--- src/hw/nbbpu_macros.svh ---
/*
 * Core-wide constants. The instruction encoding assumes a 16-bit word and
 * 16 registers; changing these alone does not re-encode the fields.
 */
`ifndef NBBPU_MACROS_SVH
`define NBBPU_MACROS_SVH

// Data, address and instruction width
`define NBBPU_WIDTH 16

// Register count, index is 4 bits
`define NBBPU_REGS 16

`define NBBPU_RESET_PC 16'h0000   // First fetch address

// Store that marks a program as finished successfully
`define NBBPU_PASS_ADDR 16'hFFF0
`define NBBPU_PASS_DATA 16'd42

`endif

--- src/hw/nbbpu_pkg.sv ---
/*
 * Shared types for the core. Opcode values are fixed by the instruction
 * encoding; the controller relies on ALU ops through LOAD being contiguous.
 */
package nbbpu_pkg;

    // Four cycles per instruction, visited in order
    typedef enum logic [1:0] {
        FETCH   = 2'd0,     // ROM word at pc is valid
        DECODE  = 2'd1,
        EXECUTE = 2'd2,     // RAM read for LOAD
        STORE   = 2'd3      // Register, RAM and PC update on exit
    } state_t;

    typedef enum logic [3:0] {
        OP_ADD    = 4'd0,
        OP_SUB    = 4'd1,
        OP_AND    = 4'd2,
        OP_OR     = 4'd3,
        OP_XOR    = 4'd4,
        OP_SHL    = 4'd5,
        OP_SHR    = 4'd6,
        OP_SETL   = 4'd7,   // Low byte immediate, zero extended
        OP_SETH   = 4'd8,   // High byte immediate over low byte of reg z
        OP_LOAD   = 4'd9,
        OP_STORE  = 4'd10,
        OP_JUMP   = 4'd11,
        OP_BRANCH = 4'd12,  // Taken when Y is zero
        OP_CALL   = 4'd13,  // Link into reg z
        OP_NOP    = 4'd14,
        OP_NOP_15 = 4'd15   // Second NOP encoding
    } opcode_t;

endpackage

--- src/hw/nbbpu_controller.sv ---
/*
 * Combinational decode of cycle state and opcode into control levels.
 * Memory enables are plain levels; the RAM samples write_enable on the
 * edge that leaves STORE.
 */
module nbbpu_controller
(
    input  nbbpu_pkg::state_t  state,
    input  nbbpu_pkg::opcode_t opcode,
    output logic               instruction_enable,
    output logic               read_enable,
    output logic               write_enable,
    output logic               reg_write,
    output logic               reg_set,
    output logic               jump_pc,
    output logic               branch_pc,
    output logic               store_pc
);

    logic produces_result;

    // ALU ops, SETL, SETH and LOAD occupy codes 0..9
    assign produces_result = (opcode <= nbbpu_pkg::OP_LOAD) ||
                             (opcode == nbbpu_pkg::OP_CALL);

    // ------------------------------------------------------------------------
    // Memory enables
    // ------------------------------------------------------------------------
    assign instruction_enable = (state == nbbpu_pkg::FETCH);
    assign read_enable        = (state == nbbpu_pkg::EXECUTE) &&
                                (opcode == nbbpu_pkg::OP_LOAD);
    assign write_enable       = (state == nbbpu_pkg::STORE) &&
                                (opcode == nbbpu_pkg::OP_STORE);

    // ------------------------------------------------------------------------
    // Register file and PC control
    // ------------------------------------------------------------------------
    assign reg_write = (state == nbbpu_pkg::STORE) && produces_result;

    // SETH reads its low byte from z, CALL writes its link to z
    assign reg_set = (opcode == nbbpu_pkg::OP_SETH) ||
                     (opcode == nbbpu_pkg::OP_CALL);

    assign jump_pc   = (opcode == nbbpu_pkg::OP_JUMP) ||
                       (opcode == nbbpu_pkg::OP_CALL);   // CALL jumps too
    assign branch_pc = (opcode == nbbpu_pkg::OP_BRANCH);
    assign store_pc  = (state == nbbpu_pkg::STORE);      // Every instruction

    // ------------------------------------------------------------------------
    // Checks, sampled whenever the cycle state moves on
    // ------------------------------------------------------------------------
    // Opcode must hold from FETCH until the instruction leaves STORE
    a_opcode_held : assert property (@(state)
        (state != nbbpu_pkg::FETCH) |-> $stable(opcode))
        else $error("Opcode changed in the middle of an instruction");

    a_store_follows_execute : assert property (@(state)
        (state == nbbpu_pkg::STORE) |-> ($past(state) == nbbpu_pkg::EXECUTE))
        else $error("STORE entered from state %0d", $past(state));

endmodule

--- src/hw/nbbpu_regfile.sv ---
/*
 * Register file, two combinational read ports and one write port.
 * A read in the cycle of a write returns the old value.
 */
`include "nbbpu_macros.svh"

module nbbpu_regfile
(
    input  logic                             clock,
    input  logic                             reset,
    input  logic                             write_enable,
    input  logic [$clog2(`NBBPU_REGS)-1:0]   write_index,
    input  logic [`NBBPU_WIDTH-1:0]          write_value,
    input  logic [$clog2(`NBBPU_REGS)-1:0]   read_index_a,
    input  logic [$clog2(`NBBPU_REGS)-1:0]   read_index_b,
    output logic [`NBBPU_WIDTH-1:0]          read_value_a,
    output logic [`NBBPU_WIDTH-1:0]          read_value_b
);

    logic [`NBBPU_WIDTH-1:0] regs [`NBBPU_REGS];

    // Write on the edge that leaves STORE
    always_ff @(posedge clock or posedge reset)
    begin
        if (reset)
        begin
            for (int i = 0; i < `NBBPU_REGS; i++)
                regs[i] <= '0;
        end
        else if (write_enable)
        begin
            regs[write_index] <= write_value;
        end
    end

    assign read_value_a = regs[read_index_a];   // X
    assign read_value_b = regs[read_index_b];   // Y

endmodule

--- src/hw/nbbpu_alu.sv ---
/*
 * Result selection by opcode. For BRANCH the result is only a flag in
 * bit 0 (Y is zero); the core decides the PC from it. JUMP and NOP
 * produce zero.
 */
`include "nbbpu_macros.svh"

module nbbpu_alu
(
    input  logic [`NBBPU_WIDTH-1:0] x_value,
    input  logic [`NBBPU_WIDTH-1:0] y_value,
    input  logic [`NBBPU_WIDTH-1:0] instruction,
    input  logic [`NBBPU_WIDTH-1:0] read_data,
    input  logic [`NBBPU_WIDTH-1:0] pc,
    output logic [`NBBPU_WIDTH-1:0] result
);

    nbbpu_pkg::opcode_t opcode;
    logic [7:0]         immediate;
    logic [3:0]         shift;
    logic               y_zero;

    assign opcode    = nbbpu_pkg::opcode_t'(instruction[15:12]);
    assign immediate = instruction[11:4];   // Spans the x and y fields
    assign shift     = y_value[3:0];
    assign y_zero    = (y_value == '0);

    // ------------------------------------------------------------------------
    // Result mux
    // ------------------------------------------------------------------------
    always_comb
    begin
        case (opcode)
            nbbpu_pkg::OP_ADD:    result = x_value + y_value;
            nbbpu_pkg::OP_SUB:    result = x_value - y_value;
            nbbpu_pkg::OP_AND:    result = x_value & y_value;
            nbbpu_pkg::OP_OR:     result = x_value | y_value;
            nbbpu_pkg::OP_XOR:    result = x_value ^ y_value;
            nbbpu_pkg::OP_SHL:    result = x_value << shift;
            nbbpu_pkg::OP_SHR:    result = x_value >> shift;   // Logical
            nbbpu_pkg::OP_SETL:
                result = {{(`NBBPU_WIDTH-8){1'b0}}, immediate};
            nbbpu_pkg::OP_SETH:
                result = {immediate, x_value[7:0]};   // X read from reg z
            nbbpu_pkg::OP_LOAD:   result = read_data;
            nbbpu_pkg::OP_STORE:  result = y_value;   // Goes out as write_data
            nbbpu_pkg::OP_BRANCH:
                result = {{(`NBBPU_WIDTH-1){1'b0}}, y_zero};
            nbbpu_pkg::OP_CALL:   result = pc + 1'b1;   // Link address
            default:              result = '0;
        endcase
    end

endmodule

--- src/hw/nbbpu_core.sv ---
/*
 * Non-pipelined 16-bit core, four cycles per instruction. ROM and RAM sit
 * outside and must answer combinationally. Register, RAM and PC updates
 * all land on the edge that leaves STORE, so pc moves once per instruction.
 */
`include "nbbpu_macros.svh"

module nbbpu_core
(
    input  logic                    clock,
    input  logic                    reset,
    input  logic [`NBBPU_WIDTH-1:0] instruction,    // ROM word at pc
    input  logic [`NBBPU_WIDTH-1:0] read_data,      // RAM word at address
    output logic                    instruction_enable,
    output logic                    read_enable,
    output logic                    write_enable,
    output logic [`NBBPU_WIDTH-1:0] address,
    output logic [`NBBPU_WIDTH-1:0] write_data,
    output logic [`NBBPU_WIDTH-1:0] pc
);

    nbbpu_pkg::state_t  state;
    nbbpu_pkg::state_t  next_state;
    nbbpu_pkg::opcode_t opcode;

    logic [3:0] x_field;
    logic [3:0] x_index;
    logic [3:0] y_index;
    logic [3:0] z_index;

    logic reg_write;
    logic reg_set;
    logic jump_pc;
    logic branch_pc;
    logic store_pc;
    logic take_x;

    logic [`NBBPU_WIDTH-1:0] x_value;
    logic [`NBBPU_WIDTH-1:0] y_value;
    logic [`NBBPU_WIDTH-1:0] z_value;
    logic [`NBBPU_WIDTH-1:0] next_pc;

    // Instruction fields
    assign opcode  = nbbpu_pkg::opcode_t'(instruction[15:12]);
    assign x_field = instruction[11:8];
    assign y_index = instruction[7:4];
    assign z_index = instruction[3:0];
    assign x_index = reg_set ? z_index : x_field;  // SETH and CALL use z as x

    assign address    = x_value;
    assign write_data = z_value;

    // ------------------------------------------------------------------------
    // Cycle state machine
    // ------------------------------------------------------------------------
    always_comb
    begin
        case (state)
            nbbpu_pkg::FETCH:   next_state = nbbpu_pkg::DECODE;
            nbbpu_pkg::DECODE:  next_state = nbbpu_pkg::EXECUTE;
            nbbpu_pkg::EXECUTE: next_state = nbbpu_pkg::STORE;
            default:            next_state = nbbpu_pkg::FETCH;
        endcase
    end

    always_ff @(posedge clock or posedge reset)
    begin
        if (reset)
            state <= nbbpu_pkg::FETCH;
        else
            state <= next_state;
    end

    // ------------------------------------------------------------------------
    // Program counter
    // ------------------------------------------------------------------------
    // Branch flag is bit 0 of the ALU result
    assign take_x  = jump_pc || (branch_pc && z_value[0]);
    assign next_pc = take_x ? x_value : pc + 1'b1;

    always_ff @(posedge clock or posedge reset)
    begin
        if (reset)
            pc <= `NBBPU_RESET_PC;
        else if (store_pc)
            pc <= next_pc;
    end

    a_pc_moves_in_store : assert property (@(posedge clock) disable iff (reset)
        !$stable(pc) |-> $past(state) == nbbpu_pkg::STORE)
        else $error("pc changed outside the STORE exit edge");

    // ------------------------------------------------------------------------
    // Instances
    // ------------------------------------------------------------------------
    nbbpu_controller u_controller (
        .state              (state),
        .opcode             (opcode),
        .instruction_enable (instruction_enable),
        .read_enable        (read_enable),
        .write_enable       (write_enable),
        .reg_write          (reg_write),
        .reg_set            (reg_set),
        .jump_pc            (jump_pc),
        .branch_pc          (branch_pc),
        .store_pc           (store_pc)
    );

    nbbpu_regfile u_regfile (
        .clock        (clock),
        .reset        (reset),
        .write_enable (reg_write),
        .write_index  (z_index),     // Results always go to z
        .write_value  (z_value),
        .read_index_a (x_index),
        .read_index_b (y_index),
        .read_value_a (x_value),
        .read_value_b (y_value)
    );

    nbbpu_alu u_alu (
        .x_value     (x_value),
        .y_value     (y_value),
        .instruction (instruction),
        .read_data   (read_data),
        .pc          (pc),
        .result      (z_value)
    );

endmodule

--- config.mk ---
export PLATFORM = sky130hd
export DESIGN_NAME = nbbpu_core
export DESIGN_NICKNAME = d
export VERILOG_FILES = /design/src/hw/nbbpu_pkg.sv /design/src/hw/nbbpu_controller.sv /design/src/hw/nbbpu_regfile.sv /design/src/hw/nbbpu_alu.sv /design/src/hw/nbbpu_core.sv
export VERILOG_INCLUDE_DIRS = /design/src /design/src/hw
export SDC_FILE = /design/constraint.sdc
export NUM_CORES = 1
export LEC_CHECK = 0
export BUFFER_PORTS_ARGS = -buffer_cell sky130_fd_sc_hd__buf_2
export CORE_MARGIN = 4
export CORE_UTILIZATION = 65
export CTS_BUF_LIST = sky130_fd_sc_hd__clkbuf_8
export DETAILED_ROUTE_END_ITERATION = 10
export PLACE_DENSITY = 0.91
export SYNTH_ARGS = -nofsm -noshare
export SYNTH_HDL_FRONTEND = slang
export SYNTH_SLANG_ARGS = --single-unit
--- constraint.sdc ---
create_clock -name clock -period 11.3 [get_ports clock]
set_clock_uncertainty 0.05 [all_clocks]
set_input_delay 2.26 -clock clock [delete_from_list [all_inputs] [get_ports clock]]
set_output_delay 2.26 -clock clock [all_outputs]
set_load 0.01 [all_outputs]
Word level (Yosys, flattened, before mapping)
Index checks and enable logic that the tools add are counted.

cells by class
  $add $sub $neg = 3
  $lt $le $gt $ge = 5
  eq/ne operators = 16
  shift-type cells = 2
  muxes and demuxes = 13
  bitwise operators = 6
  reductions and logical operators = 12

operators with widths
  kind                                                                   number
  256-bit bitwise mux                                                    1
  16-bit one-hot mux with 13 select lines                                1
  16-bit binary-select mux with 4-bit select                             2
  16-bit two-way mux                                                     6
  16-bit demux with 4-bit select                                         1
  4-bit equality test, second input constant                             6
  16-bit by 1-bit adder with 16-bit output, second input constant        1
  16-bit adder                                                           1
  16-bit AND                                                             1
  4-bit by 3-bit equality test with 1-bit output, second input constant  4
  16-bit zero test                                                       1
  16-bit OR                                                              1
  16-bit by 4-bit left shift with 16-bit output                          1
  16-bit by 4-bit right shift with 16-bit output                         1
  16-bit subtractor                                                      1
  16-bit bitwise XOR                                                     1
  5-bit greater-or-equal comparator, second input constant               3
  4-bit NOT with 5-bit output                                            3
  4-bit by 2-bit equality test with 1-bit output, second input constant  2
  2-bit one-hot mux with 3 select lines                                  1
  1-bit logical AND                                                      5
  5-bit by 1-bit < comparator with 1-bit output, second input constant   1
  2-bit equality test, second input constant                             2
  4-bit by 1-bit equality test with 1-bit output, second input constant  1
  other kinds (6)                                                        9

storage, ports and cells
  bits in registers = 274
  bits of input ports = 34
  logic and storage cells = 75

Logic depth before layout (Yosys ltp)
Gate-level depths: netlist of the first run.

  depth in word-level cells = 12
  depth in mapped cells = 26
  depth with buffers taken out = 21

By module
From an unflattened synthesis of the first run, not the netlist that was laid out.

unflattened totals
  cells, all modules = 1599
  area total of the unflattened synthesis = 19032.0 µm²

by module, submodules not included
  module            times used  cells each  area each (µm²)
  nbbpu_regfile     1           852         13487.9
  nbbpu_alu         1           597         4277.9
  nbbpu_core        1           135         1162.4
  nbbpu_controller  1           15          103.8

Worst setup path after synthesis of the first run
No wires, ideal clock.

  kind = input port to output port
  start point = input port instruction[4]
  end point = output port write_data[15]
  data arrival time = 6.910 ns
  required time = 8.990 ns
  slack = 2.080 ns
  cell stages on the path = 24
  cell sequence = buf_6 > buf_6 > mux4_2 > nand2_1 > and4_1 > buf_2 > buf_1 > clkbuf_1 > ha_1 > nand3_1 > nor3_4 > nor2_1 > xnor2_1 > ha_1 > a21oi_1 > o21a_1 > o21bai_1 > a21o_1 > a21o_1 > a21oi_1 > nor2_1 > a221oi_2 > nand4_2 > buf_6

on the way
  longest elaborated chain between the ends = 6

RTL lines
  what                                                        line                 source
  start, declared                                             nbbpu_core.sv:12     input logic [`NBBPU_WIDTH-1:0] instruction,
  4-bit NOT with 5-bit output (implied by the code) (*)       nbbpu_regfile.sv:37  assign read_value_b = regs[read_index_b];
  16-bit binary-select mux with 4-bit select (*)              nbbpu_regfile.sv:37
  16-bit two-way mux (implied by the code) (*) (2 in series)  nbbpu_regfile.sv:37
  16-bit subtractor (tied with other cells)                   nbbpu_alu.sv:35      nbbpu_pkg::OP_SUB: result = x_value - y_value;
  16-bit one-hot mux with 13 select lines (*)                 nbbpu_alu.sv:33      case (opcode)
  end, declared                                               nbbpu_core.sv:18     output logic [`NBBPU_WIDTH-1:0] write_data,

Every way passes the cells marked *; elsewhere a longest branch is shown, timed or not. The select of a mux whose other input is x is not followed.

Final worst setup path of the first run
  start point = input port instruction[15]
  end point = output port write_data[13]

on the way
  longest elaborated chain between the ends = 9

RTL lines
  what                                                    line                                                             source
  4-bit equality test, on equally long branches           nbbpu_controller.sv:41, nbbpu_alu.sv:33, nbbpu_controller.sv:42
  1-bit logical OR                                        nbbpu_controller.sv:41                                           assign reg_set = (opcode == nbbpu_pkg::OP_SETH) ||
  4-bit two-way mux                                       nbbpu_core.sv:48                                                 assign x_index = reg_set ? z_index : x_field;
  4-bit NOT with 5-bit output (implied by the code)       nbbpu_regfile.sv:36                                              assign read_value_a = regs[read_index_a];
  16-bit binary-select mux with 4-bit select              nbbpu_regfile.sv:36
  16-bit two-way mux (implied by the code) (2 in series)  nbbpu_regfile.sv:36
  16-bit subtractor (tied with other cells)               nbbpu_alu.sv:35
  16-bit one-hot mux with 13 select lines (*)             nbbpu_alu.sv:33

Marks and branches as above.

==> flow_summary.json, run 1 <==
{
  "firstDrtPassIters": 9,
  "antenna_found_initial": 2,
  "cp.arrival_ns": 8.85,
  "die_w_um": 189,
  "hold_violations": 0,
  "fp.coreArea_sq_um": 31900,
  "critPathLaunchType": "input pin",
  "io_pins": 85,
  "cap_viol_max_count": 0,
  "synthesis.area_sq_um": 21200,
  "track_usage": 0.491,
  "hp-class": "register to register",
  "ff2ff_setup_slack_ns": 4.58,
  "crit_fanout": 36,
  "dieHeight_um": 189,
  "drtIter0Drc": 4084,
  "synth_top_flop_cell": "dfrtp_1",
  "cts_max_path_buffers": 3,
  "stdcell_count": 2657,
  "grt_overflow_total": 0,
  "dieArea_sq_um": 35600,
  "drt_wl_total_um": 89400,
  "cts_sinks": 274,
  "p_total_mw": 4.74,
  "min_period_ns": 11.16,
  "via_per_inst": 7.94,
  "dp_cells": 2579,
  "r2r-start": "u_regfile.regs[132]",
  "hpwlAfterDp_um": 61600,
  "grt_pass1_wl_um": 132000,
  "fin_setup_tns_ns": 0,
  "rr_worst_depth": 18,
  "reg2reg_to": "u_regfile.regs[13]",
  "synth_seq_cells": 274,
  "cts_setup_buffers": 0,
  "p_leak_nw": 10.1,
  "gp_congestion": 1.07,
  "required_ns": 8.99,
  "outcome": "finished, violations left",
  "vias": 21102,
  "drc": 0,
  "grt_setup_unrepaired": "no",
  "powerDensity_nw_per_um2": 206,
  "layout-drive-gt1-share": 0.282,
  "finalMaxSlewViolations": 4,
  "async_reset_ff_frac": 1.00,
  "cp_slowest_cell": "mux2_2",
  "ant_nets": 0,
  "grt_pass1_vias": 20589,
  "h-tree-depth": 2,
  "synth_warnings": 0,
  "io_buffers": 84,
  "dpl-instance-area_sq_um": 22100,
  "path_cells": "buf_2 > nor2b_2 > buf_4 > a21boi_2 > nor2_2 > buf_4 > mux2i_1 > a221oi_1 > mux2_2 > ha_1 > a21oi_1 > o21bai_1 > a21oi_1 > o21ai_0 > a221oi_1 > nand3_1 > nor4_1 > nand4_1 > buf_2",
  "synth.net_count": 2226,
  "final_area_sq_um": 23000,
  "clkLatencyLatePin_ns": 0.66,
  "grt_max_degree": 121,
  "hold_path_depth": 1,
  "max-vdd-ir-drop_mv": 0.186,
  "clockRootBuffer": "clkbuf_8",
  "worst_pin_slew_ns": 1.51,
  "yosysSeqAreaShare": 0.324,
  "period_share": 0.988,
  "clkTransAtPathRegs_ns": 0.06,
  "rows": 65,
  "violations": "max-slew violations",
  "critPathKind": "input pin to primary output",
  "nNetsFinal": 2282,
  "path_delay_family": "compound AO/OA/AOI/OAI gates",
  "cts_resized": 0,
  "critPathBufInv": 4,
  "hold_buffers": 0,
  "cts_buffers": 47,
  "syn_avg_cell_area_sq_um": 9.92,
  "hold_path_startpoint": "u_regfile.regs[128]",
  "initial_core_util": 0.665,
  "ys_types": 112,
  "wl_per_cell_um": 33.6,
  "finalSetupViolations": 0,
  "hold_end": "u_regfile.regs[128]",
  "max_freq_mhz": 89.6,
  "cpPeakStageDelay_ns": 0.61,
  "synthCells": 2137,
  "synth-edff-count": 0,
  "worstSetupEndpointType": "primary output",
  "cts_tree": "built",
  "slew_headroom": -0.00693,
  "syn_to_final_growth_pct": 8.57
}
==> placed cells by master (no fill, tap or decap), types with 11 or more instances in the layout <==
| master | synthesis | routed |
|---|---|---|
| a22o_1 | 14 | 14 |
| nand3_1 | 95 | 95 |
| nand2b_1 | 43 | 43 |
| or3_1 | 12 | 12 |
| a21oi_1 | 99 | 99 |
| nor3_1 | 47 | 42 |
| o211ai_1 | 23 | 23 |
| o21ai_1 | 13 | 13 |
| a211o_1 | 21 | 21 |
| a22oi_1 | 43 | 43 |
| nor2b_1 | 13 | 12 |
| inv_1 | 46 | 59 |
| a2111oi_0 | 17 | 17 |
| and3_1 | 60 | 60 |
| nand2_1 | 145 | 145 |
| mux2_4 | 19 | 19 |
| dfrtp_1 | 274 | 274 |
| mux2_2 | 209 | 209 |
| nor2_2 | 1 | 12 |
| a31oi_1 | 34 | 34 |
| nand4_1 | 34 | 34 |
| ha_1 | 54 | 54 |
| buf_2 | 54 | 82 |
| buf_4 | 8 | 101 |
| xnor2_1 | 24 | 24 |
| a21o_1 | 12 | 12 |
| mux4_2 | 59 | 59 |
| a221oi_1 | 20 | 20 |
| mux2i_1 | 44 | 44 |
| nor2_1 | 106 | 95 |
| xor2_1 | 12 | 12 |
| clkbuf_8 | 0 | 53 |
| o31ai_1 | 11 | 11 |
| a211oi_1 | 61 | 61 |
| o21ai_0 | 92 | 92 |
==> registers in the layout, summed over array words and instances, names as in the netlist <==
| name | flops |
|---|---|
| pc | 16 |
| state | 2 |
| u_regfile.regs | 256 |
==> per-layer routing <==
layer  global-route usage  vias up  routed length (um)
met5                    0        -                   7
met4                0.343        2                8780
met3                0.196      659               14000
met2                0.712     2119               37000
met1                0.601    10005               29600
li1                     -     8317                   -
==> how the worst max path moves through the flow <==
stage                     cells past startpoint       startpoint  slack (ns)             end
final                                        19  instruction[15]        0.14  write_data[13]
after global routing                         18  instruction[14]        0.13  write_data[13]
after CTS                                    18  instruction[14]        0.54  write_data[13]
after detailed placement                     18  instruction[14]        0.55  write_data[13]
after global placement                       18  instruction[14]        0.69  write_data[13]
after floorplan                               1            reset        1.44           pc[0]
==> cells by family (layout without fill, tap and decap cells) <==
kind of cell               count (synthesis)  after routing  share of synthesized area
AOI/OAI and AO/OA                        575            575                      0.195
buffers and inverters                    226            310                     0.0516
and+or+nand+nor                          616            616                      0.152
xor gates and xnor gates                  40             40                     0.0190
DFF                                      274            274                      0.324
adders and majority gates                 55             55                     0.0328
other                                      0              1                          0
muxes                                    351            351                      0.226
==> synthesized netlist by cell type (all sizes together) (27+ instances only) <==
cell type / count / share of area
o21ai: 110 / 0.027
nand2: 150 / 0.028
dfrtp: 274 / 0.32
mux4: 68 / 0.074
and3: 61 / 0.018
inv: 47 / 0.0083
nand3: 99 / 0.024
mux2i: 45 / 0.022
a22oi: 43 / 0.015
buf: 89 / 0.027
a211oi: 63 / 0.023
nand4: 37 / 0.012
o211ai: 30 / 0.013
a21oi: 101 / 0.024
nand2b: 44 / 0.013
ha: 54 / 0.032
nor2: 109 / 0.021
mux2: 238 / 0.13
nor3: 50 / 0.013
clkbuf: 88 / 0.016
a31oi: 34 / 0.010
xnor2: 27 / 0.013
==> through the flow <==
step | setup slack [ns] | hold slack [ns] | util
2_1_floorplan | 1.44 | 0.414 | -
3_3_place_gp | 0.693 | 0.434 | 0.693
3_5_place_dp | 0.554 | 0.447 | 0.693
4_1_cts | 0.544 | 0.462 | 0.722
5_1_grt | 0.130 | 0.495 | 0.722
6_report | 0.140 | 0.472 | 0.722
==> final cells by class <==
| type | count | area (sq um) |
|---|---|---|
| diodes | 1 | 2.50 |
| clock buffers | 53 | 729 |
| clock inverters | 24 | 198 |
| fillers | 2296 | 8870 |
| inverters | 49 | 193 |
| multi-input cells | 1637 | 13300 |
| flip-flops and latches | 274 | 6860 |
| well taps | 435 | 544 |
| repair buffers | 184 | 1190 |
==> worst reg2reg max path, delay by kind of cell (launching register included) <==
kind / cells / cell delay (ns)
flops: 1 / 0.41
buf+inv: 1 / 0.37
xor+xnor: 1 / 0.23
simple gates: 7 / 2.59
mux: 2 / 0.77
fa+ha+maj: 1 / 0.35
compound gates: 6 / 1.83
==> power breakdown <==
group	switching [mW]	internal [mW]
Sequential	0.227	1.19
Clock	0.448	0.496
Combinational	1.51	0.871
Total	2.19	2.55
Power figures use the tool's default switching activity.
==> inputs of run 2 (changes only) <==
PLACE_DENSITY = 0.92   (was 0.91)
SYNTH_HIERARCHICAL = 1   (was unset)
==> run 2 against run 1 <==
Compared with the run above: the flow finishes with violations (max-capacitance violations, max-slew violations); synthesized cell count down 25%; combinational power decreased by 40%; fmax increased by 5.8%; die area down 9.8%; final cell count is 22% lower; largest cell class unchanged; clock power about the same; sequential power shrank 9%.
==> flow_summary.json, run 2 <==
{
  "outcome": "finished, violations left",
  "violations": "max-capacitance violations, max-slew violations",
  "io_pins": 85,
  "cts_tree": "built",
  "nNetsFinal": 1754,
  "die_w_um": 179,
  "drt_wl_total_um": 75400,
  "dp_cells": 2002,
  "mostFrequentLayoutCells": "dfrtp_1 (274), mux2_2 (244), mux4_2 (143)",
  "synth_seq_cells": 274,
  "io_buffers": 84,
  "worst_pin_slew_ns": 1.52,
  "fp.coreArea_sq_um": 28800,
  "top_usage_layer": "met2",
  "period_share": 0.934,
  "cts_resized": 0,
  "initial_core_util": 0.661,
  "synth_top_flop_cell": "dfrtp_1",
  "max-vdd-ir-drop_mv": 0.164,
  "clkTransAtPathRegs_ns": 0.06,
  "gp_congestion": 1.08,
  "syn_to_final_growth_pct": 9.54,
  "grt_pass1_vias": 16891,
  "rr_worst_depth": 17,
  "critPathLaunchType": "input pin",
  "min_period_ns": 10.55,
  "hold_buffers": 0,
  "synth_top_area_share": 0.360,
  "firstDrtPassIters": 8,
  "synthCells": 1599,
  "stdcell_count": 2081,
  "largest_reg_flops": 256,
  "finalSetupViolations": 0,
  "synth-edff-count": 0,
  "async_reset_ff_frac": 1.00,
  "ys_types": 86,
  "worstSetupEndpointType": "primary output",
  "max_freq_mhz": 94.8,
  "synth_warnings": 6,
  "clockRootBuffer": "clkbuf_8",
  "cts_max_path_buffers": 3,
  "required_ns": 8.99,
  "grt.met3_usage": 0.173,
  "critPathKind": "input pin to primary output",
  "drc": 0,
  "cts_sinks": 274,
  "cap_viol_max_count": 1,
  "drtIter0Drc": 3158,
  "grt_max_degree": 112,
  "met1_usage": 0.588,
  "final_common_cell": "dfrtp_1",
  "grt_overflow_total": 0,
  "syn_avg_cell_area_sq_um": 11.9,
  "crit_fanout": 33,
  "wl_per_cell_um": 36.2,
  "cts_setup_buffers": 0,
  "fin_setup_tns_ns": 0,
  "synth.net_count": 1688,
  "finalMaxSlewViolations": 17,
  "ant_nets": 0,
  "rows": 62,
  "synthTopCellsByArea": "dfrtp_1 (36%), mux4_2 (17%), mux2_2 (15%)",
  "antenna_found_initial": 4,
  "synth.most_common_cell": "dfrtp_1",
  "layout-drive-gt1-share": 0.388,
  "grt_setup_unrepaired": "no",
  "slew_headroom": -0.0117,
  "synth_top_area_cell": "dfrtp_1",
  "dieArea_sq_um": 32100,
  "p_leak_nw": 9.37,
  "clkLatencyLatePin_ns": 0.60,
  "powerDensity_nw_per_um2": 175,
  "synthesis.area_sq_um": 19000,
  "largest-register": "u_regfile/regs",
  "dieHeight_um": 179,
  "yosysSeqAreaShare": 0.360,
  "grt_pass1_wl_um": 110000,
  "top_regs": "u_regfile/regs (256), pc (16), state (2)",
  "vias": 16861,
  "track_usage": 0.469,
  "synth_common_cells": "dfrtp_1 (274), mux2_2 (246), mux4_2 (143)",
  "hold_path_depth": 1,
  "h-tree-depth": 2,
  "via_per_inst": 8.10,
  "hp-class": "register to register",
  "cp.arrival_ns": 8.24,
  "cts_buffers": 45,
  "hold_violations": 0,
  "globalRouteMet2Util": 0.684,
  "hpwlAfterDp_um": 47900
}
==> run 2: cell count changes in the layout (fill, tap and decap cells not counted), sizes merged, moves of 33 or more <==
cell    delta
a21oi     -42
mux2      +33
buf       -35
nor2      -39
nand2     -60
o21ai     -72
a211oi    -43
nand3     -67
and3      -55
mux4      +75
==> run 2: per-layer routing <==
metal  vias up  wire length [um]
met2      1791             32300
met3       577             11400
met4         4              6680
met1      8188             25100
li1       6301                 -
met5         -                23
==> run 2: kinds of logic after synthesis <==
family                   count (synthesis)  share of synthesized area
AO/OA/AOI/OAI                          305                      0.112
XOR/XNOR                                42                     0.0197
adder cells (fa/ha/maj)                 55                     0.0366
buffers and inverters                  178                     0.0417
flip-flops                             274                      0.360
multiplexers                           440                      0.347
AND/OR/NAND/NOR                        305                     0.0826
==> run 2: area by class of cell <==
class	count	area, sq um
Multi-Input combinational cell	1147	11400
Clock buffer	59	812
Clock inverter	18	141
Inverter	48	188
Sequential cell	274	6860
Antenna cell	2	5.00
Timing Repair Buffer	149	938
Tap cell	384	480
Fill cell	1780	7930
==> run 2: critical path: stages <==
cell	delay (ns)
buf_2	0.10
nand2b_1	0.18
nor2_1	0.50
mux2_4	0.69
buf_4	0.32
mux4_2	0.52
a22oi_1	0.30
nand2_1	0.60
ha_1	0.63
a21oi_1	0.11
a21bo_2	0.23
o2bb2ai_1	0.21
o31ai_1	0.42
xnor2_1	0.21
o2111ai_1	0.44
buf_4	0.30
buf_2	0.16
==> run 2: final timing paths <==
check | to | start | slack, ns
min in group asynchronous | u_regfile/regs[32] | reset | 1.78
worst max register to register | u_regfile/regs[237] | u_regfile/regs[83] | 5.67
worst min-delay path | u_regfile/regs[32] | u_regfile/regs[32] | 0.48
max in group asynchronous | u_regfile/regs[46] | reset | 6.97
worst min register to register | u_regfile/regs[32] | u_regfile/regs[32] | 0.48
worst max-delay path | write_data[12] | instruction[13] | 0.75
==> run 2: where the power goes <==
group	total, mW	internal, mW	switching, mW
registers	1.29	1.11	0.175
clock network	0.940	0.513	0.427
logic	1.42	0.555	0.865
==> run 2: stage by stage <==
stage | hold slack, ns | cell area [sq um] | util | power (mW) | setup slack, ns
floorplan | 0.426 | 19000 | - | 2.12 | 1.95
global placement | 0.439 | 19900 | 0.691 | 2.53 | 1.40
detailed placement | 0.464 | 19900 | 0.691 | 2.59 | 1.34
CTS | 0.477 | 20800 | 0.724 | 3.57 | 1.14
global route | 0.502 | 20800 | 0.724 | 3.74 | 0.826
finish | 0.480 | 20800 | 0.724 | 3.65 | 0.751
